[config.mk]
export PLATFORM = sky130hd
export DESIGN_NAME = snowflake_7sd_driver
export DESIGN_NICKNAME = d
export VERILOG_FILES = /design/src/design/snowflake_pkg.sv /design/src/design/snowflake_7sd_driver.sv
export SDC_FILE = /design/constraint.sdc
export NUM_CORES = 1
export LEC_CHECK = 0
export ABC_AREA = 1
export ABC_CLOCK_PERIOD_IN_PS = 2000
export BUFFER_PORTS_ARGS = -buffer_cell sky130_fd_sc_hd__buf_2
export CORE_AREA = 2 2 39 41
export DETAILED_ROUTE_END_ITERATION = 16
export DIE_AREA = 0 0 41 43
export GPL_ROUTABILITY_DRIVEN = 1
export PLACE_DENSITY = 0.62
export SKIP_CTS_REPAIR_TIMING = 1
export SYNTH_ARGS = -nofsm -noshare
export SYNTH_HDL_FRONTEND = slang
export SYNTH_SLANG_ARGS = --single-unit
[constraint.sdc]
create_clock -name clk -period 2 [get_ports clk]
set_input_delay 0 -clock clk [delete_from_list [all_inputs] [get_ports clk]]
set_output_delay 0 -clock clk [all_outputs]
set_load 0.01 [all_outputs]
[src/design/snowflake_pkg.sv]
// Shared widths, address map and register offsets for the bus and peripheral side.
// SSD_REFRESH is sized for simulation, so a board build needs a larger value.
`default_nettype none

package snowflake_pkg;

  // ========================================
  // Bus payload types
  // ========================================
  typedef logic [31:0] word_t;
  typedef logic [31:0] addr_t;
  typedef logic [3:0]  mask_t;

  // Segment A is bit 0, segment G is bit 6
  typedef logic [6:0]  seg_t;

  // ========================================
  // Memory and address map
  // ========================================
  localparam int MEM_KB = 4;
  localparam int MEM_AW = 10;

  // Upper half of a data address that selects the register block
  localparam logic [15:0] SYS_REGION = 16'h0001;

  // Register word offsets, taken from address bits 7 to 2
  localparam logic [5:0] REG_LEDR   = 6'd0;
  localparam logic [5:0] REG_LEDG   = 6'd1;
  localparam logic [5:0] REG_SSD_EN = 6'd2;
  localparam logic [5:0] REG_SSD_A  = 6'd3;
  localparam logic [5:0] REG_SSD_B  = 6'd4;

  // Clock cycles each display digit stays lit
  localparam int SSD_REFRESH = 64;

endpackage

`default_nettype wire

[src/design/snowflake_7sd_driver.sv]
// Two-digit seven-segment multiplexer, digit swaps every SSD_REFRESH cycles.
// Disabled display is blank with sel low.
`default_nettype none

module snowflake_7sd_driver (
  input  logic                clk,
  input  logic                rstz,
  input  logic                en,
  input  snowflake_pkg::seg_t a,
  input  snowflake_pkg::seg_t b,
  output snowflake_pkg::seg_t disp,
  output logic                sel
);

  localparam int CW = $clog2(snowflake_pkg::SSD_REFRESH);

  logic [CW-1:0] cnt;
  logic          cnt_last;

  assign cnt_last = (cnt == CW'(snowflake_pkg::SSD_REFRESH - 1));

  // Refresh counter and digit select
  always_ff @(posedge clk or negedge rstz) begin
    if (!rstz) begin
      cnt <= '0;
      sel <= 1'b0;
    end else if (!en) begin
      cnt <= '0;
      sel <= 1'b0;
    end else if (cnt_last) begin
      cnt <= '0;
      sel <= ~sel;
    end else begin
      cnt <= cnt + 1'b1;
    end
  end

  // Digit a on sel low, digit b on sel high
  assign disp = !en ? '0 : (sel ? b : a);

endmodule

`default_nettype wire

* Word-level counts from Yosys, hierarchy flattened
Index checks and enable logic that the tools add are counted.
** Word-level totals
- Bits in registers :: 7
- Bits in latches :: 0
- RAM bits :: 0
- Bits in read-only memories :: 0
- Bits of input ports :: 17
- Output and inout bits :: 8
- Word-level logic and storage cells :: 12
- Memories :: 0
** Cells by class
- Add/subtract/negate cells :: 1
- Multiply operators :: 0
- Div/mod/pow operators :: 0
- Magnitude comparators :: 0
- Equal/unequal tests :: 2
- Shift operators :: 0
- Multiplexer cells :: 6
- Bitwise operators :: 1
- Reductions and logical operators :: 0
** Operators by type and width (count)
- 2-to-1 mux 7 bit :: 2
- 2-to-1 mux 6 bit :: 2
- adder 6 x 1 -> 6 bit (second input constant) :: 1
- == test 6 bit (second input constant) :: 1
- 2-to-1 mux 1 bit :: 2
- inequality test 2 x 1 -> 1 bit (second input constant) :: 1
- NOT 1 bit :: 1

* Depth between registers and ports, before layout
- Word-level depth :: 3
- Mapped depth :: 6
- Gate-level depth less buffers :: 6

* Worst setup path before layout
OpenSTA, ideal clock, no wires.
- Path type :: register to register
- Start :: register cnt[0]
- End :: register cnt[3]
- Setup time :: 0.123 ns
- Arrival time :: 0.921 ns
- Required time :: 1.877 ns
- Path slack :: 0.956 ns
- Cell stages (with the launch flop) :: 5
- Path buffers :: 0
- Period minus slack after synthesis :: 1.044 ns
- Cell sequence :: dfrtp_1 -> ha_1 -> nand3_2 -> o21ai_2 -> nor2_1
** On the way
- Word-level cells in the longest chain between the ends :: 3
- Elaborated cells between the ends (all ways) :: 4
- Classes of those cells :: 1 x add/sub; 1 x eq/ne; 2 x mux
** RTL lines
- from (decl) :: RTL line snowflake_7sd_driver.sv:17 : logic [CW-1:0] cnt;
- from (signal assigned) :: RTL line snowflake_7sd_driver.sv:34 : cnt <= cnt + 1'b1;
- adder 6 x 1 -> 6 bit or == test 6 bit (tied branches) :: RTL line snowflake_7sd_driver.sv:34, snowflake_7sd_driver.sv:20
- 2-to-1 mux 6 bit (*) :: RTL line snowflake_7sd_driver.sv:30 : end else if (cnt_last) begin
- 2-to-1 mux 6 bit (*) :: RTL line snowflake_7sd_driver.sv:27 : end else if (!en) begin
Every way passes the cells marked *; elsewhere a longest branch is shown, timed or not.
A chain may end at the register's enable or synchronous reset.

* Final worst setup path
- Start :: register sel
- End :: output port disp[2]
** On the way
- Word-level cells in the longest chain between the ends :: 2
** RTL lines
- from (decl) :: RTL line snowflake_7sd_driver.sv:12 : output logic sel
- from (signal assigned) :: RTL line snowflake_7sd_driver.sv:32 : sel <= ~sel;
- 2-to-1 mux 7 bit (2 in series) :: RTL line snowflake_7sd_driver.sv:39 : assign disp = !en ? '0 : (sel ? b : a);
- to (decl) :: RTL line snowflake_7sd_driver.sv:11 : output snowflake_pkg::seg_t disp,
No other way between the ends.

==> reports/results.tsv <==
stage	metric	value	unit
sta	Tmin final	1.157	ns
pwr	Int Power	0.2479	mW
floorplan	standard-cell rows	14	
clock_network	CTS tree	done	
sta	setup TNS	0	ns
yosys	syn_nets	74	
floorplan	# IOs	25	
floorplan	core region area	1384	um^2
detailed_routing	post-route ant nets	0	
yosys	main combinational cell family by area after synthesis	simple AND/OR/NAND/NOR gates	
final_layout	final net count	103	
final_layout	Util after Layout	0.4268	
pwr	Pwr Density	561.2	nW/um^2
yosys	sequential element share of the synthesized area	0.4179	
yosys	post-synthesis adder-cell area fraction	0.02985	
sta	RSZ-0062 raised after global routing	no	
yosys	Async SR Flop Fraction	1.000	
clock_network	Num Clock Sinks	7	
yosys	number of synthesized flops with an enable pin	0	
yosys	top_reg_cell synth	dfrtp_1	
sta	Setup-failing EPs final	0	
setup_path	crit path DAT	1.16	ns
sta	Rel. slew slack	0.8529	
global_route	largest net degree at the start of global routing	12	
detailed_routing	routed wire length	989	um
yosys	simple-gate share of the synthesized area	0.3134	
pwr	clock power share	0.391	
yosys	most frequent cell after synthesis	nor2_1	
yosys	Synth area leader	dfrtp_1	
clock_network	worst skew pair latency	0.25	ns
setup_path	Crit. End Element	primary output	
yosys	Synth cell types	15	
yosys	Synth Instances	56	
pwr	worst vdd ir	0.2834	mV
floorplan	chip height	43	um
pwr	leakage power	0.3181	nW
setup_path	startpoint types	flip-flop	
clock_network	Worst-path clk slew	0.05	ns
yosys	Synth area leaders	dfrtp_1, nor2_1, o21ai_0, nand2_1, o21ai_2	
sta	final worst setup slack	0.8429	ns
setup_path	CP Max Fanout	9	
sta	Final Hold Viols	0	
pwr	Sw Share	0.2519	
clock_network	Inserted Clock Buffers	3	
global_route	GRT Util Overall	0.1279	
hold_path	hold depth	3	
placement	DP Wirelength	798.2	um
clock_network	H-tree levels	1	
yosys	post-synth top area share	0.4179	
setup_path	R2R cell count	4	
clock_network	root buf cell	clkbuf_4	
pwr	switching power	0.08351	mW
detailed_routing	Residual DRC	0	
detailed_routing	DR vias	461	
final_layout	layout cells sized above 1	0.3929	
final_layout	# diodes	0	
placement	DP Cell Count	95	
sta	Setup Skew	0.0002793	ns
yosys	Synth Area in Compound Gates	0.1373	
detailed_routing	number of DRC markers in iteration 0	3	
floorplan	initial core utilization	0.3029	
detailed_routing	DRT Pass-1 Iters	4	
yosys	Commonest cells post-synth	nor2_1, dfrtp_1, o21ai_0	
hold_path	Hold Path Class	primary input to flip-flop	
setup_path	R2R Setup Slk	0.86	ns
run_status	status	finished clean	
sta	fmax	864.2	MHz
pwr	Reg power frac	0.459	
sta	Least-Margin Pin Slew	0.2206	ns
global_route	global-route wire length before repair	1518	um
global_route	initial antenna violation count	0	
setup_path	Worst Setup Path Type	flip-flop to primary output	
floorplan	DIE AREA	1763	um^2
global_route	GRT overflow	0	
pwr	overall power	0.3315	mW
pwr	Comb pwr share	0.150	
detailed_routing	via/cell ratio	4.610	
placement	Place WS	0.8685	ns
sta	final worst-path cycle share	0.5786	
sta	Slew Viols, Final	0	
setup_path	data required time of the worst path	2.00	ns
yosys	FF+latch count, synth	7	
yosys	syn_area_per_cell	7.485	um^2
final_layout	non-filler cells in the finished layout	100	
flow_run	total of max-cap violations	0	
clock_network	Longest Clk Path Bufs	2	
placement	# port buffers	24	
yosys	post-synthesis mux area share	0	
floorplan	die width	41	um
placement	GP Congestion	0.8344	
yosys	xor-xnor portion of the synthesized cell area	0.06269	
global_route	vias in the first global route	394	
final_layout	Area growth syn-to-layout	40.90	%
yosys	synthesized area	419.2	um^2
detailed_routing	average wire per standard cell	9.890	um
yosys	YS warnings	0	
## worst max-delay path, cell delays in order, from the launching register on
cell,delay (ns)
dfrtp_1,0.45
inv_2,0.17
nor2_1,0.06
nor2_1,0.10
buf_2,0.13
## stage by stage
| step | cell area (um^2) | hold WS, ns |
|---|---|---|
| 6_report | 590.6 | 0.05726 |
| 5_1_grt | 590.6 | 0.05877 |
| 4_1_cts | 580.6 | -0.4328 |
| 3_5_place_dp | 554.3 | -0.1558 |
| 3_3_place_gp | 554.3 | -0.1589 |
| 2_1_floorplan | 419.2 | -0.2956 |
## flip-flops by register name (all words and copies together) (netlist names)
name / flops
cnt: 6
sel: 1
## routing by layer
layer  share of wire  vias to the layer above  global-route usage
met4           0.020                        0             0.08000
met5               0                        -                   0
li1                -                      237                   -
met2            0.44                       26              0.2156
met3            0.13                        2             0.03665
met1            0.40                      196              0.1267
## cell type report
| class | instances | area (um^2) |
|---|---|---|
| clock buffers | 4 | 26.28 |
| fillers | 151 | 793.3 |
| inverters | 3 | 11.26 |
| multi-input cells | 45 | 227.7 |
| flip-flops and latches | 7 | 175.2 |
| well taps | 16 | 20.02 |
| repair buffers | 25 | 130.1 |
## cell usage in the layout, fill, tap and decap left out
| cell type | n |
|---|---|
| dfrtp_1 | 7 |
| nand3_1 | 3 |
| o21ai_2 | 2 |
| clkbuf_4 | 3 |
| nand3_2 | 1 |
| nor2_2 | 2 |
| nand2_1 | 5 |
| inv_2 | 1 |
| dlygate4sd3_1 | 1 |
| nor2_1 | 20 |
| clkbuf_1 | 1 |
| xor2_1 | 2 |
| o21ai_0 | 7 |
| buf_2 | 24 |
| ha_1 | 1 |
| inv_1 | 2 |
| xnor2_1 | 1 |
| a21oi_1 | 1 |
## power by group through the flow
stage	clock network, mW	logic, mW	registers (mW)
after floorplan	0	0.0227	0.153
after global placement	0	0.0486	0.154
after detailed placement	0	0.0493	0.154
after CTS	0.136	0.0494	0.152
after global routing	0.148	0.0575	0.153
final	0.130	0.0497	0.152
## worst paths after layout
check / from / end
setup / recovery: sel / disp[2]
hold / removal: en / cnt[1]
setup reg to reg: cnt[0] / cnt[3]
hold reg to reg: cnt[0] / cnt[0]
max in group asynchronous: rstz / cnt[5]
min in group asynchronous: rstz / cnt[0]
## logic make-up (layout without fill, tap and decap cells)
group | Yosys count | in the layout
buffers and inverters | 4 | 32
XOR/XNOR | 3 | 3
AO/OA/AOI/OAI | 10 | 10
flip-flops | 7 | 7
AND/OR/NAND/NOR | 31 | 31
adder cells (fa/ha/maj) | 1 | 1
Power figures use the tool's default switching activity.
