**src/design/snowflake_pkg.sv**
```systemverilog
// Shared widths, address map and register offsets for the bus and peripheral side.
// SSD_REFRESH is sized for simulation, so a board build needs a larger value.
`default_nettype none

package snowflake_pkg;

  // ========================================
  // Bus payload types
  // ========================================
  typedef logic [31:0] word_t;
  typedef logic [31:0] addr_t;
  typedef logic [3:0]  mask_t;

  // Segment A is bit 0, segment G is bit 6
  typedef logic [6:0]  seg_t;

  // ========================================
  // Memory and address map
  // ========================================
  localparam int MEM_KB = 4;
  localparam int MEM_AW = 10;

  // Upper half of a data address that selects the register block
  localparam logic [15:0] SYS_REGION = 16'h0001;

  // Register word offsets, taken from address bits 7 to 2
  localparam logic [5:0] REG_LEDR   = 6'd0;
  localparam logic [5:0] REG_LEDG   = 6'd1;
  localparam logic [5:0] REG_SSD_EN = 6'd2;
  localparam logic [5:0] REG_SSD_A  = 6'd3;
  localparam logic [5:0] REG_SSD_B  = 6'd4;

  // Clock cycles each display digit stays lit
  localparam int SSD_REFRESH = 64;

endpackage

`default_nettype wire

```
**src/design/snowflake_bus_if.sv**
```systemverilog
// Word-wide memory-style bus: en performs one access at the rising edge.
// Read data is valid in the cycle after the access.
`default_nettype none

interface snowflake_bus_if;

  snowflake_pkg::addr_t addr;
  snowflake_pkg::word_t wdata;
  snowflake_pkg::word_t rdata;
  logic                 en;
  logic                 wr_en;
  snowflake_pkg::mask_t mask;

  // Requesting side
  modport master (
    output addr, wdata, en, wr_en, mask,
    input  rdata
  );

  // Responding side
  modport slave (
    input  addr, wdata, en, wr_en, mask,
    output rdata
  );

endinterface

`default_nettype wire

```
**src/design/snowflake_sys_regs.sv**
```systemverilog
// LED and display registers; writes need mask bit 0, unmapped offsets read zero.
`default_nettype none

module snowflake_sys_regs (
  input  logic                clk,
  input  logic                rstz,
  snowflake_bus_if.slave      bus,
  output logic                led_r,
  output logic                led_g,
  output logic                ssd_en,
  output snowflake_pkg::seg_t ssd_a,
  output snowflake_pkg::seg_t ssd_b
);

  logic [5:0] offset;
  logic       wr_hit;

  assign offset = bus.addr[7:2];
  assign wr_hit = bus.en && bus.wr_en && bus.mask[0];

  // ========================================
  // Register writes
  // ========================================
  always_ff @(posedge clk or negedge rstz) begin
    if (!rstz) begin
      led_r  <= 1'b0;
      led_g  <= 1'b0;
      ssd_en <= 1'b0;
      ssd_a  <= '0;
      ssd_b  <= '0;
    end else if (wr_hit) begin
      case (offset)
        snowflake_pkg::REG_LEDR:   led_r  <= bus.wdata[0];
        snowflake_pkg::REG_LEDG:   led_g  <= bus.wdata[0];
        snowflake_pkg::REG_SSD_EN: ssd_en <= bus.wdata[0];
        snowflake_pkg::REG_SSD_A:  ssd_a  <= bus.wdata[6:0];
        snowflake_pkg::REG_SSD_B:  ssd_b  <= bus.wdata[6:0];
        default: ;
      endcase
    end
  end

  // ========================================
  // Readback, zero-extended
  // ========================================
  always_ff @(posedge clk) begin
    if (bus.en && !bus.wr_en) begin
      case (offset)
        snowflake_pkg::REG_LEDR:   bus.rdata <= snowflake_pkg::word_t'(led_r);
        snowflake_pkg::REG_LEDG:   bus.rdata <= snowflake_pkg::word_t'(led_g);
        snowflake_pkg::REG_SSD_EN: bus.rdata <= snowflake_pkg::word_t'(ssd_en);
        snowflake_pkg::REG_SSD_A:  bus.rdata <= snowflake_pkg::word_t'(ssd_a);
        snowflake_pkg::REG_SSD_B:  bus.rdata <= snowflake_pkg::word_t'(ssd_b);
        default:                   bus.rdata <= '0;
      endcase
    end
  end

endmodule

`default_nettype wire

```
**src/flat_wrapper.sv**
```systemverilog
// flat-port wrapper written by rule: the top's interface ports become plain ports
module snowflake_sys_regs_flat 
  (clk, rstz, led_r, led_g, ssd_en, ssd_a, ssd_b, bus_addr, bus_wdata, bus_en, bus_wr_en, bus_mask, bus_rdata);
  snowflake_bus_if bus_i ();
  input  logic clk;
  input  logic rstz;
  output logic led_r;
  output logic led_g;
  output logic ssd_en;
  output snowflake_pkg::seg_t ssd_a;
  output snowflake_pkg::seg_t ssd_b;
  input wire logic [$bits(bus_i.addr)-1:0] bus_addr;
  input wire logic [$bits(bus_i.wdata)-1:0] bus_wdata;
  input wire logic [$bits(bus_i.en)-1:0] bus_en;
  input wire logic [$bits(bus_i.wr_en)-1:0] bus_wr_en;
  input wire logic [$bits(bus_i.mask)-1:0] bus_mask;
  output wire logic [$bits(bus_i.rdata)-1:0] bus_rdata;
  assign bus_i.addr = bus_addr;
  assign bus_i.wdata = bus_wdata;
  assign bus_i.en = bus_en;
  assign bus_i.wr_en = bus_wr_en;
  assign bus_i.mask = bus_mask;
  assign bus_rdata = bus_i.rdata;
  snowflake_sys_regs u_core (.clk(clk), .rstz(rstz), .bus(bus_i), .led_r(led_r), .led_g(led_g), .ssd_en(ssd_en), .ssd_a(ssd_a), .ssd_b(ssd_b));
endmodule
```
**config.mk**
```make
export PLATFORM = sky130hd
export DESIGN_NAME = snowflake_sys_regs_flat
export DESIGN_NICKNAME = d
export VERILOG_FILES = /design/src/design/snowflake_pkg.sv /design/src/design/snowflake_bus_if.sv /design/src/design/snowflake_sys_regs.sv /design/src/flat_wrapper.sv
export SDC_FILE = /design/constraint.sdc
export NUM_CORES = 1
export LEC_CHECK = 0
export BUFFER_PORTS_ARGS = -buffer_cell sky130_fd_sc_hd__buf_4
export CAP_MARGIN = 20
export CELL_PAD_IN_SITES_DETAIL_PLACEMENT = 1
export CELL_PAD_IN_SITES_GLOBAL_PLACEMENT = 2
export CORE_ASPECT_RATIO = 1.1
export CORE_MARGIN = 2
export CORE_UTILIZATION = 17
export DETAILED_ROUTE_END_ITERATION = 8
export HOLD_SLACK_MARGIN = 0.15
export PLACE_DENSITY_LB_ADDON = 0.1
export RECOVER_POWER = 100
export SLEW_MARGIN = 25
export SYNTH_ARGS = -nofsm -noshare
export SYNTH_HDL_FRONTEND = slang
export SYNTH_SLANG_ARGS = --single-unit
```
**constraint.sdc**
```tcl
create_clock -name clk -period 1.1 [get_ports clk]
set_input_delay 0.165 -clock clk [delete_from_list [all_inputs] [get_ports clk]]
set_output_delay 0.165 -clock clk [all_outputs]
set_load 0.005 [all_outputs]
```
* After elaboration in Yosys (flattened, before gate mapping)
Cells that the tools add are included.
** Cells by class
- Equal/unequal tests :: 4
- Muxes and demuxes :: 1
- Reductions and logical operators :: 10
** Operators with widths (count)
- one-hot mux 7 bit (5 select lines) :: 1
- == test 6 x 2 -> 1 bit (second input constant) :: 2
- AND reduction 2 bit :: 5
- == test 6 x 1 -> 1 bit (second input constant) :: 1
- == test 6 x 3 -> 1 bit (second input constant) :: 1
- zero test 6 bit :: 1
- logical AND 1 bit :: 3
- zero test 1 bit :: 1
** Storage, ports and cells
- Output and inout bits :: 49
- Bits in registers :: 49

* Depth between registers and ports, before layout
- Depth in word-level cells :: 3
- Depth in mapped cells :: 4

* Least setup slack after synthesis
OpenSTA, ideal clock, no wires.
- Path type :: input to register
- Start :: input bus_addr[7]
- End :: register u_core.ssd_a[0]
- Cell stages on the path :: 3
- Slack :: -0.375 ns
- Data required time :: 0.975 ns
- Arrival :: 1.350 ns
- Library setup time :: 0.125 ns
- Path buffers :: 0
- Cells stage by stage :: or3_4 nor4b_4 mux2_2
** Between the ends
- Longest elaborated chain between the ends :: 2
** RTL lines
- start, declared :: line flat_wrapper.sv:12 : input wire logic [$bits(bus_i.addr)-1:0] bus_addr;
- == test 6 x 2 -> 1 bit :: line snowflake_sys_regs.sv:32 : case (offset)
- AND reduction 2 bit (no source line)
- end signal, assigned :: line snowflake_sys_regs.sv:36 : snowflake_pkg::REG_SSD_A: ssd_a <= bus.wdata[6:0];
- end, declared :: line snowflake_sys_regs.sv:11 : output snowflake_pkg::seg_t ssd_a,
No other way between the ends.
A chain may end at the register's enable or synchronous reset.

* Final worst setup path
Ends and elaborated chain as after synthesis.

==> results.md <==
* Status: finished with violations
* Failing checks: negative setup slack
* Leakage at 0.0009090 µW
* Routability cong. at 0.7035
* Top cell type's share of synthesized area at 34.98%
* Die Ht at 92.71 µm
* Largest net degree at the start of global routing at 18
* Hold_ws at 183.5 ps
* Crit path largest cell delay at 400 ps
* Seq/Total Area, Yosys at 52.26%
* Reg2reg setup slack at -180 ps
* Remaining DRCs at 0
* FF-to-FF End: u_core.bus.rdata[0]$_DFFE_PP_
* Setup violators final at 9
* Final Skew at 11.15 ps
* Worst Path Buf+Inv at 2
* RSZ-0062 raised after global routing: true
* Clk_lat worst skew at 270 ps
* Critical path's top delay family: simple AND/OR/NAND/NOR gates
* Drt via density at 3.672
* Antenna Violating Nets Remaining at 0
* FF-to-FF Start: u_core.ssd_a[0]$_DFFE_PN0P_
* Clock slew at reported path FFs at 80 ps
* Critical path required time at 1250 ps
* Worst Reg-to-Reg Cells at 2
* Total Wirelength at 3262 µm
* Syn Inst Count at 91
* Non-filler instance count after layout at 244
* Placed Instances at 231
* Max FO, Critical Path at 7
* Setup WS pre-CTS at -533.3 ps
* VDD IR-drop max at 477.9 µV
* Final period utilization at 117.8%
* Tmin final at 1295 ps
* Top post-synthesis cells by area: dfrtp_1 35%, edfxtp_1 17%, mux2_2 16%
* Worst Hold Class: in2reg
* Number of I/O pins at 121
* Crit Path Class: in2reg
* Root Driver: clkbuf_8
* Die Wd at 84.65 µm
* Crit. Startpoint: bus_addr[7]
* Pre-antenna DRT Iters at 3
* Worst Path Arrival at 1440 ps
* Max Root-Sink Buffers at 2
* Synth Warn # at 0
* Inserted Clock Buffers at 3
* GR Overflow Total at 0
* NumNets Final at 232
* Crit. End Element: flop
* Critical-path cell list: buf_6, or3_4, nor4b_4, buf_6, mux2_4
* Global-route wire length before repair at 5050 µm
* Antenna violations before repair at 0
* Final Hold Vio Count at 0
* Sink Count at 24
* Total stage count of the critical path at 5
* Final slew viol count at 0
* Average size of a mapped cell at 13.36 µm²
* Area delta synth->final at 54.32%
* PnR worst setup slack at -195.4 ps
* Post-layout util at 26.94%
* Initial cell density of the core at 17.46%
* Post-Syn Area at 0.001216 mm²
* Hpwl dp at 2385 µm
* Synth Register Bits at 24
* Core area at 0.006967 mm²
* GR Util All Layers at 8.235%
* Vias at 896
* Max Freq at 772.0 MHz
* H-tree Lvls at 1
* Initial DRC count at 20
* Cell repeated most along the worst path: buf_6
* Startpoint class of the critical path: primary input
* Drt wl/cell at 13.37 µm
* Critical Path End: u_core.ssd_a[0]$_DFFE_PN0P_
* Ant diodes at 0
* Die area at 0.007847 mm²
* Post-synthesis cell type count at 19
* Yosys top cell by area: dfrtp_1
* Port buffer count at 41
* Site Rows at 32
* Critical path's slowest cell: or3_4
* Share of layout cells above drive strength 1 at 52.20%
* # fillers at 797
* CTS tree: yes
* Max capacitance violation total at 0
* Pwr dens at 1088 mW/mm²
* Vias in the first global route at 916
-- state kept, by name, summed over array words and instances, names as in the netlist --
signal and flops:
u_core.led_g 1, u_core.bus.rdata 7, u_core.led_r 1, u_core.ssd_a 7
u_core.ssd_en 1, u_core.ssd_b 7
-- routing by layer --
layer | GRT usage, % | wire, µm
met5 | 0 | 0
met4 | 2.381 | 29
met3 | 1.961 | 186
met2 | 13.52 | 1632
met1 | 10.77 | 1414
-- synthesized netlist by cell type --
cell type,n
nand3_1,1
and3_1,2
nor4_1,1
dfrtp_1,17
buf_4,25
mux2_2,17
nor2b_1,1
nand4b_1,2
edfxtp_1,7
mux4_2,1
conb_1,1
nor2_1,1
nand2_1,1
a22o_1,7
nor3_1,2
nand4_1,1
or3_4,1
nor4b_4,1
clkbuf_1,2
-- cells in the final DEF (no fill, tap or decap), types with 2 or more instances in the layout --
master	n
buf_4	25
buf_6	7
a22o_1	7
and3_1	2
nand4b_1	2
conb_1	25
clkbuf_8	3
mux2_4	8
clkbuf_2	4
clkbuf_4	20
dlygate4sd3_1	7
mux2_2	9
dfrtp_1	17
clkbuf_1	3
edfxtp_1	7
-- how the worst min path moves through the flow --
stage	start	endpoint	slack, ps	cells past startpoint
detailed placement	rstz	u_core.ssd_b[1]$_DFFE_PN0P_	50	1
finish	bus_wdata[0]	u_core.ssd_a[0]$_DFFE_PN0P_	180	2
global placement	rstz	u_core.ssd_b[1]$_DFFE_PN0P_	50	1
global route	bus_wdata[0]	u_core.ssd_en$_DFFE_PN0P_	180	2
floorplan	rstz	u_core.led_g$_DFFE_PN0P_	-130	0
CTS	bus_wdata[0]	u_core.ssd_a[0]$_DFFE_PN0P_	180	2
-- layout make-up --
type / instances / area [µm²] / share of cell area (%)
well taps: 85 / 106.4 / 5.667
clock buffers: 3 / 41.29 / 2.200
repair buffers: 67 / 538.0 / 28.67
clock inverters: 1 / 30.03 / 1.600
multi-input cells: 64 / 525.5 / 28.00
flip-flops and latches: 24 / 635.6 / 33.87
-- where the power goes --
part	internal, µW	switching (µW)	total (µW)
registers	954	25.1	979
logic	171	122	292
clock network	486	284	770
-- logic make-up (layout without fill, tap and decap cells) --
family	count (synthesis)	count (layout)	synth area share (%)
buf+inv	27	71	16.05
flops	24	24	52.26
mux	18	18	17.59
simple gates	14	14	8.745
compound gates	7	7	5.041
other cells	1	25	0.3083
-- metrics by stage --
stage               TNS [ps]  cell area [µm²]  total power, µW
floorplan              -4278             1318             1136
global placement       -7784             1675             1255
detailed placement     -7989             1675             1259
CTS                    -1681             1863             2086
global route           -2262             1877             2139
finish                 -1569             1877             2041
-- worst register-to-register path, delay by kind of cell, from the launching register on --
family | cells | cell delay, ps
mux | 1 | 460
flops | 1 | 390
compound gates | 1 | 190
-- what timing repair did --
action / 4_1_cts / 5_1_grt
buffers inserted: 0 / 5
resized for setup: 12 / 9
endpoints found under the setup margin: 10 / 21
hold endpoints to repair: 29 / 0
pin swaps: 2 / 4
hold buffers: 7 / 0
Power figures use the tool's default switching activity.
