==> src/design/snowflake_pkg.sv <==
// Shared widths, address map and register offsets for the bus and peripheral side.
// SSD_REFRESH is sized for simulation, so a board build needs a larger value.
`default_nettype none

package snowflake_pkg;

  // ========================================
  // Bus payload types
  // ========================================
  typedef logic [31:0] word_t;
  typedef logic [31:0] addr_t;
  typedef logic [3:0]  mask_t;

  // Segment A is bit 0, segment G is bit 6
  typedef logic [6:0]  seg_t;

  // ========================================
  // Memory and address map
  // ========================================
  localparam int MEM_KB = 4;
  localparam int MEM_AW = 10;

  // Upper half of a data address that selects the register block
  localparam logic [15:0] SYS_REGION = 16'h0001;

  // Register word offsets, taken from address bits 7 to 2
  localparam logic [5:0] REG_LEDR   = 6'd0;
  localparam logic [5:0] REG_LEDG   = 6'd1;
  localparam logic [5:0] REG_SSD_EN = 6'd2;
  localparam logic [5:0] REG_SSD_A  = 6'd3;
  localparam logic [5:0] REG_SSD_B  = 6'd4;

  // Clock cycles each display digit stays lit
  localparam int SSD_REFRESH = 64;

endpackage

`default_nettype wire

==> src/design/snowflake_bus_if.sv <==
// Word-wide memory-style bus: en performs one access at the rising edge.
// Read data is valid in the cycle after the access.
`default_nettype none

interface snowflake_bus_if;

  snowflake_pkg::addr_t addr;
  snowflake_pkg::word_t wdata;
  snowflake_pkg::word_t rdata;
  logic                 en;
  logic                 wr_en;
  snowflake_pkg::mask_t mask;

  // Requesting side
  modport master (
    output addr, wdata, en, wr_en, mask,
    input  rdata
  );

  // Responding side
  modport slave (
    input  addr, wdata, en, wr_en, mask,
    output rdata
  );

endinterface

`default_nettype wire

==> src/design/snowflake_system_bus.sv <==
// Two core ports onto memory and the register block, data port has memory priority.
// One access outstanding per port; ack is a single-cycle pulse one cycle after accept.
`default_nettype none

module snowflake_system_bus (
  input  logic                 clk,
  input  logic                 rstz,
  input  snowflake_pkg::addr_t instr_addr,
  input  logic                 instr_req,
  output snowflake_pkg::word_t instr_data,
  output logic                 instr_ack,
  input  snowflake_pkg::addr_t data_addr,
  input  snowflake_pkg::word_t data_wr_data,
  input  snowflake_pkg::mask_t data_mask,
  input  logic                 data_wr_en,
  input  logic                 data_req,
  output snowflake_pkg::word_t data_rd_data,
  output logic                 data_ack,
  snowflake_bus_if.master      mem,
  snowflake_bus_if.master      sys
);

  logic                 data_is_sys;
  logic                 data_go;
  logic                 data_mem_go;
  logic                 data_sys_go;
  logic                 instr_go;
  logic                 data_from_sys;
  snowflake_pkg::addr_t instr_word_addr;

  // ========================================
  // Decode and arbitration
  // ========================================
  assign data_is_sys = (data_addr[31:16] == snowflake_pkg::SYS_REGION);

  // A port cannot start a new access during its own ack cycle
  assign data_go     = data_req && !data_ack;
  assign data_mem_go = data_go && !data_is_sys;
  assign data_sys_go = data_go && data_is_sys;

  // Fetch waits whenever the data port takes memory
  assign instr_go = instr_req && !instr_ack && !data_mem_go;

  // Fetch address folded onto the memory word range
  assign instr_word_addr = snowflake_pkg::addr_t'(
    {instr_addr[snowflake_pkg::MEM_AW+1:2], 2'b00});

  // ========================================
  // Slave requests
  // ========================================
  assign mem.en    = data_mem_go || instr_go;
  assign mem.addr  = data_mem_go ? data_addr : instr_word_addr;
  assign mem.wr_en = data_mem_go && data_wr_en;
  assign mem.wdata = data_wr_data;
  assign mem.mask  = data_mask;

  assign sys.en    = data_sys_go;
  assign sys.addr  = data_addr;
  assign sys.wr_en = data_wr_en;
  assign sys.wdata = data_wr_data;
  assign sys.mask  = data_mask;

  // ========================================
  // Acknowledge and response steering
  // ========================================
  always_ff @(posedge clk or negedge rstz) begin
    if (!rstz) begin
      instr_ack     <= 1'b0;
      data_ack      <= 1'b0;
      data_from_sys <= 1'b0;
    end else begin
      instr_ack <= instr_go;
      data_ack  <= data_go;
      // Remember which slave answers the data access in flight
      if (data_go) begin
        data_from_sys <= data_is_sys;
      end
    end
  end

  // Fetches only ever come from memory
  assign instr_data   = mem.rdata;
  assign data_rd_data = data_from_sys ? sys.rdata : mem.rdata;

endmodule

`default_nettype wire

==> src/flat_wrapper.sv <==
// flat-port wrapper written by rule: the top's interface ports become plain ports
module snowflake_system_bus_flat 
  (clk, rstz, instr_addr, instr_req, instr_data, instr_ack, data_addr, data_wr_data, data_mask, data_wr_en, data_req, data_rd_data, data_ack, mem_addr, mem_wdata, mem_en, mem_wr_en, mem_mask, mem_rdata, sys_addr, sys_wdata, sys_en, sys_wr_en, sys_mask, sys_rdata);
  snowflake_bus_if mem_i ();
  snowflake_bus_if sys_i ();
  input  logic clk;
  input  logic rstz;
  input  snowflake_pkg::addr_t instr_addr;
  input  logic instr_req;
  output snowflake_pkg::word_t instr_data;
  output logic instr_ack;
  input  snowflake_pkg::addr_t data_addr;
  input  snowflake_pkg::word_t data_wr_data;
  input  snowflake_pkg::mask_t data_mask;
  input  logic data_wr_en;
  input  logic data_req;
  output snowflake_pkg::word_t data_rd_data;
  output logic data_ack;
  output wire logic [$bits(mem_i.addr)-1:0] mem_addr;
  output wire logic [$bits(mem_i.wdata)-1:0] mem_wdata;
  output wire logic [$bits(mem_i.en)-1:0] mem_en;
  output wire logic [$bits(mem_i.wr_en)-1:0] mem_wr_en;
  output wire logic [$bits(mem_i.mask)-1:0] mem_mask;
  input wire logic [$bits(mem_i.rdata)-1:0] mem_rdata;
  output wire logic [$bits(sys_i.addr)-1:0] sys_addr;
  output wire logic [$bits(sys_i.wdata)-1:0] sys_wdata;
  output wire logic [$bits(sys_i.en)-1:0] sys_en;
  output wire logic [$bits(sys_i.wr_en)-1:0] sys_wr_en;
  output wire logic [$bits(sys_i.mask)-1:0] sys_mask;
  input wire logic [$bits(sys_i.rdata)-1:0] sys_rdata;
  assign mem_addr = mem_i.addr;
  assign mem_wdata = mem_i.wdata;
  assign mem_en = mem_i.en;
  assign mem_wr_en = mem_i.wr_en;
  assign mem_mask = mem_i.mask;
  assign mem_i.rdata = mem_rdata;
  assign sys_addr = sys_i.addr;
  assign sys_wdata = sys_i.wdata;
  assign sys_en = sys_i.en;
  assign sys_wr_en = sys_i.wr_en;
  assign sys_mask = sys_i.mask;
  assign sys_i.rdata = sys_rdata;
  snowflake_system_bus u_core (.clk(clk), .rstz(rstz), .instr_addr(instr_addr), .instr_req(instr_req), .instr_data(instr_data), .instr_ack(instr_ack), .data_addr(data_addr), .data_wr_data(data_wr_data), .data_mask(data_mask), .data_wr_en(data_wr_en), .data_req(data_req), .data_rd_data(data_rd_data), .data_ack(data_ack), .mem(mem_i), .sys(sys_i));
endmodule
==> config.mk <==
export PLATFORM = sky130hd
export DESIGN_NAME = snowflake_system_bus_flat
export DESIGN_NICKNAME = d
export VERILOG_FILES = /design/src/design/snowflake_pkg.sv /design/src/design/snowflake_bus_if.sv /design/src/design/snowflake_system_bus.sv /design/src/flat_wrapper.sv
export SDC_FILE = /design/constraint.sdc
export NUM_CORES = 1
export LEC_CHECK = 0
export BUFFER_PORTS_ARGS = -buffer_cell sky130_fd_sc_hd__buf_4
export CAP_MARGIN = 0
export CORE_AREA = 2 2 147 149
export CTS_BUF_LIST = sky130_fd_sc_hd__clkbuf_8
export DETAILED_ROUTE_END_ITERATION = 7
export DIE_AREA = 0 0 149 151
export SLEW_MARGIN = 5
export SYNTH_ARGS = -nofsm -noshare
export SYNTH_HDL_FRONTEND = slang
export SYNTH_SLANG_ARGS = --single-unit
==> constraint.sdc <==
create_clock -name clk -period 3.75 [get_ports clk]
set_input_delay 0.9375 -clock clk [delete_from_list [all_inputs] [get_ports clk]]
set_output_delay 0.9375 -clock clk [all_outputs]
set_load 0.01 [all_outputs]
### After elaboration in Yosys (flattened, before gate mapping)

Index checks and enable logic that the tools add are counted.

| operators by class | value |
|---|---|
| magnitude comparators | 0 |
| shift-type cells | 0 |
| add/subtract/negate cells | 0 |
| $mul | 0 |
| bitwise gates (word level) | 0 |
| equality and inequality tests | 1 |
| mux-type cells | 2 |
| divide/modulo/power cells | 0 |
| reductions and logical operators | 11 |

Operator list:

| operator | count |
|---|---|
| 32-bit two-way mux | 2 |
| 16-bit by 1-bit == test with 1-bit output (second input constant) | 1 |
| 1-bit logical AND | 6 |
| 1-bit zero test | 4 |
| 1-bit logical OR | 1 |

| storage, ports and cells | value |
|---|---|
| bits in latches | 0 |
| register bits after elaboration | 3 |
| memories | 0 |
| output and inout port bits | 206 |
| ROM bits | 0 |
| bits of input ports | 169 |
| RAM bits | 0 |

### Depth between registers and ports, before layout

| depth | value |
|---|---|
| depth after elaboration | 6 |
| gate-level depth with buffers | 4 |
| gate-level depth less buffers | 4 |

### Worst setup path after synthesis

Ideal clock, no wire load.

| timing | value |
|---|---|
| kind | input port to output port |
| start | input port data_addr[28] |
| end | output port mem_addr[10] |
| path buffers | 1 |
| stages on the path | 4 |
| required time | 2.812 ns |
| arrival time | 1.929 ns |
| path slack | 0.883 ns |
| cells stage by stage | nor4_4 -> a41oi_4 -> buf_6 -> mux2_4 |

| on the way | value |
|---|---|
| longest elaborated chain between the ends | 4 |

RTL lines:

| element | RTL line | RTL |
|---|---|---|
| start: declaration | flat_wrapper.sv:12 | `input snowflake_pkg::addr_t data_addr;` |
| 16-bit by 1-bit == test with 1-bit output | snowflake_system_bus.sv:34 | `assign data_is_sys = (data_addr[31:16] == snowflake_pkg::SYS_REGION);` |
| 1-bit zero test | snowflake_system_bus.sv:38 | `assign data_mem_go = data_go && !data_is_sys;` |
| 1-bit logical AND | snowflake_system_bus.sv:38 |  |
| 32-bit two-way mux | snowflake_system_bus.sv:52 | `assign mem.addr = data_mem_go ? data_addr : instr_word_addr;` |
| end: declaration | flat_wrapper.sv:19 | `output wire logic [$bits(mem_i.addr)-1:0] mem_addr;` |

Every way passes these cells.

### Worst setup path after layout

| timing | value |
|---|---|
| start | input port data_addr[28] |
| end | output port mem_addr[20] |

Same word-level chain as after synthesis.

==> reports/metrics.cfg <==
[logic_synthesis]
yosysSeqAreaShare=0.0386
synth_nets=395
synth.avg_cell_area_um2=8.61
synth_top_cell_by_area=buf_4
synthTopCellsByArea=buf_4 53%, mux2_2 20%, and2_1 7.4%
syn_area_um2=1950
yosysUniqueCellTypes=15
yosys_warnings=0
synth_top_area_share=0.529
ys_ff_latch=3
syn-instance-count=226

[timing]
period_minus_slack_ns=3.45
relSlewSlack=0.551
hold_viol=0
maxSlewViolCount=0
worst_pin_slew_ns=0.672
finalSetupTns_ns=0
rsz0062_at_grt=false
fin_crit_sh=0.920
max_freq_mhz=290
setup_ws_ns=0.300
setup-violations-final=0
finClkSkew_ns=0.00107

[pwr]
pwr_density_cell_nw_per_um2=179
switchingPower_mw=0.195
combinationalPowerShare=0.770
peakVddDrop_mv=0.149
power.share.switching=0.350
p_leak_nw=1.56
p_seq_frac=0.065
pwr-share-clk=0.165
p_int_mw=0.363

[finish]
diodes=0
nNetsFinal=502
postLayoutCellArea_um2=3120
stdcell_count=607
area_growth_pct=60.2
regArea_um2=75.1
drive_gt1_frac=0.892
fill_cells=2411
multiInputGateArea_um2=802

[global_routing]
track_usage=0.0528
grt_pass1_vias=1678
grt_pass1_wl_um=9140
antenna_found_initial=0
grt_max_degree=34
overflow=0

[place]
place_area_um2=3070
io_buffers=244
dpl.hpwl_um=6310
dp_cells=603
gp_congestion=0.708
pre_cts_ws_ns=0.279

[clock_tree]
postCtsSetupBuffers=0
clock_latency_ns=0.22
cts_tree=yes
cts_buffers=3
cts_buffer_depth=2
holdBufCountCts=0
clock_sinks=3
ctsResizeCount=0
cts.clk_slew.worst_paths_ns=0.03
cts_root_buf=clkbuf_8
cts.htree.levels=1

[setup_path]
start_kind=input port
worstPathRequired_ns=2.81
endpoint_kind=output pin
worstPathArrival_ns=2.51
crit_path_max_fanout=17
critPathKind=input port to output pin

[floorplan]
fp.dieArea_um2=22500
num_rows=53
core_um2=20800
start_util=0.0934
die_w_um=149
die_h_um=151
io_pins=375

[detailed_routing]
drt_iter0_drc=22
dr.pass1.iters=4
vias=1737
via_per_inst=2.86
wirelength_um=7010
antenna_left=0
drc=0
wl_per_cell_um=11.6

[job]
cap_viol_max_count=0

[hold_path]
hold_class=input port to asynchronous set/reset pin

[run_status]
status=complete, no violations

registers in the layout, indices dropped and copies added, names as in the netlist:
name / cells
u_core.data_ack: 1
u_core.data_from_sys: 1
u_core.instr_ack: 1
cell usage after synthesis:
master / n
nor4_4: 3
and2_1: 23
nor2_1: 4
a41oi_4: 1
clkbuf_1: 4
nand2b_1: 3
mux2_2: 34
nor4b_4: 1
dfrtp_1: 3
buf_6: 1
nand4_1: 1
mux2_4: 8
inv_1: 1
buf_4: 137
buf_2: 2
worst max-delay path, stage by stage:
cell and delay [ns]:
buf_4 0.13, nor4_4 0.40, a41oi_4 0.40, buf_4 0.32, and2_1 0.18, buf_4 0.14
path summary, 6_finish.rpt:
kind / slack [ns] / cells past startpoint / end / startpoint
setup / recovery: 0.30 / 6 / mem_addr[20] / data_addr[28]
hold / removal: 0.51 / 1 / u_core.instr_ack / rstz
setup reg to reg: 2.34 / 3 / u_core.data_from_sys / u_core.data_ack
hold reg to reg: 0.55 / 2 / u_core.instr_ack / u_core.instr_ack
max in group asynchronous: 3.15 / 1 / u_core.data_ack / rstz
min in group clk: 0.55 / 2 / u_core.instr_ack / u_core.instr_ack
area by class of cell:
cell class / count / area share
tap: 275 / 0.110
sequential: 3 / 0.0241
clock buffer: 3 / 0.0132
multi-input combinational: 78 / 0.257
timing repair buffer: 246 / 0.593
clock inverter: 1 / 0.00120
inverter: 1 / 0.00120
cell families after synthesis:
group	Yosys count	synth area share
mux	42	0.259
buf+inv	145	0.549
simple gates	35	0.140
compound gates	1	0.0141
flops	3	0.0386
metrics by stage:
| stage | hold WS [ns] | utilization | total power, mW |
|---|---|---|---|
| after floorplan | 0.571 | - | 0.328 |
| after global placement | 0.534 | 0.148 | 0.471 |
| after detailed placement | 0.555 | 0.148 | 0.473 |
| after CTS | 0.502 | 0.150 | 0.569 |
| after global routing | 0.504 | 0.150 | 0.595 |
| final | 0.505 | 0.150 | 0.558 |
placed cells by master, fill, tap and decap left out:
cell / instances
nand2b_1: 3
a41oi_4: 1
nor2_1: 4
inv_1: 2
clkbuf_8: 3
and2_1: 23
nand4_1: 1
mux2_4: 8
nor4_4: 3
buf_4: 246
dfrtp_1: 3
nor4b_4: 1
mux2_2: 34
routing by layer:
metal | track usage | share of wire
met2 | 0.0859 | 0.47
met4 | 0.0143 | 0.011
met5 | 0 | 0
met1 | 0.0609 | 0.36
met3 | 0.0271 | 0.16
power groups by stage:
stage | combinational (mW) | clock [mW] | sequential [mW]
after detailed placement | 0.436 | 0 | 0.0369
after global placement | 0.434 | 0 | 0.0367
after global routing | 0.461 | 0.0969 | 0.0369
final | 0.429 | 0.0920 | 0.0365
after floorplan | 0.291 | 0 | 0.0374
after CTS | 0.438 | 0.0948 | 0.0366
Note: power is estimated with default switching activity, not from simulation.
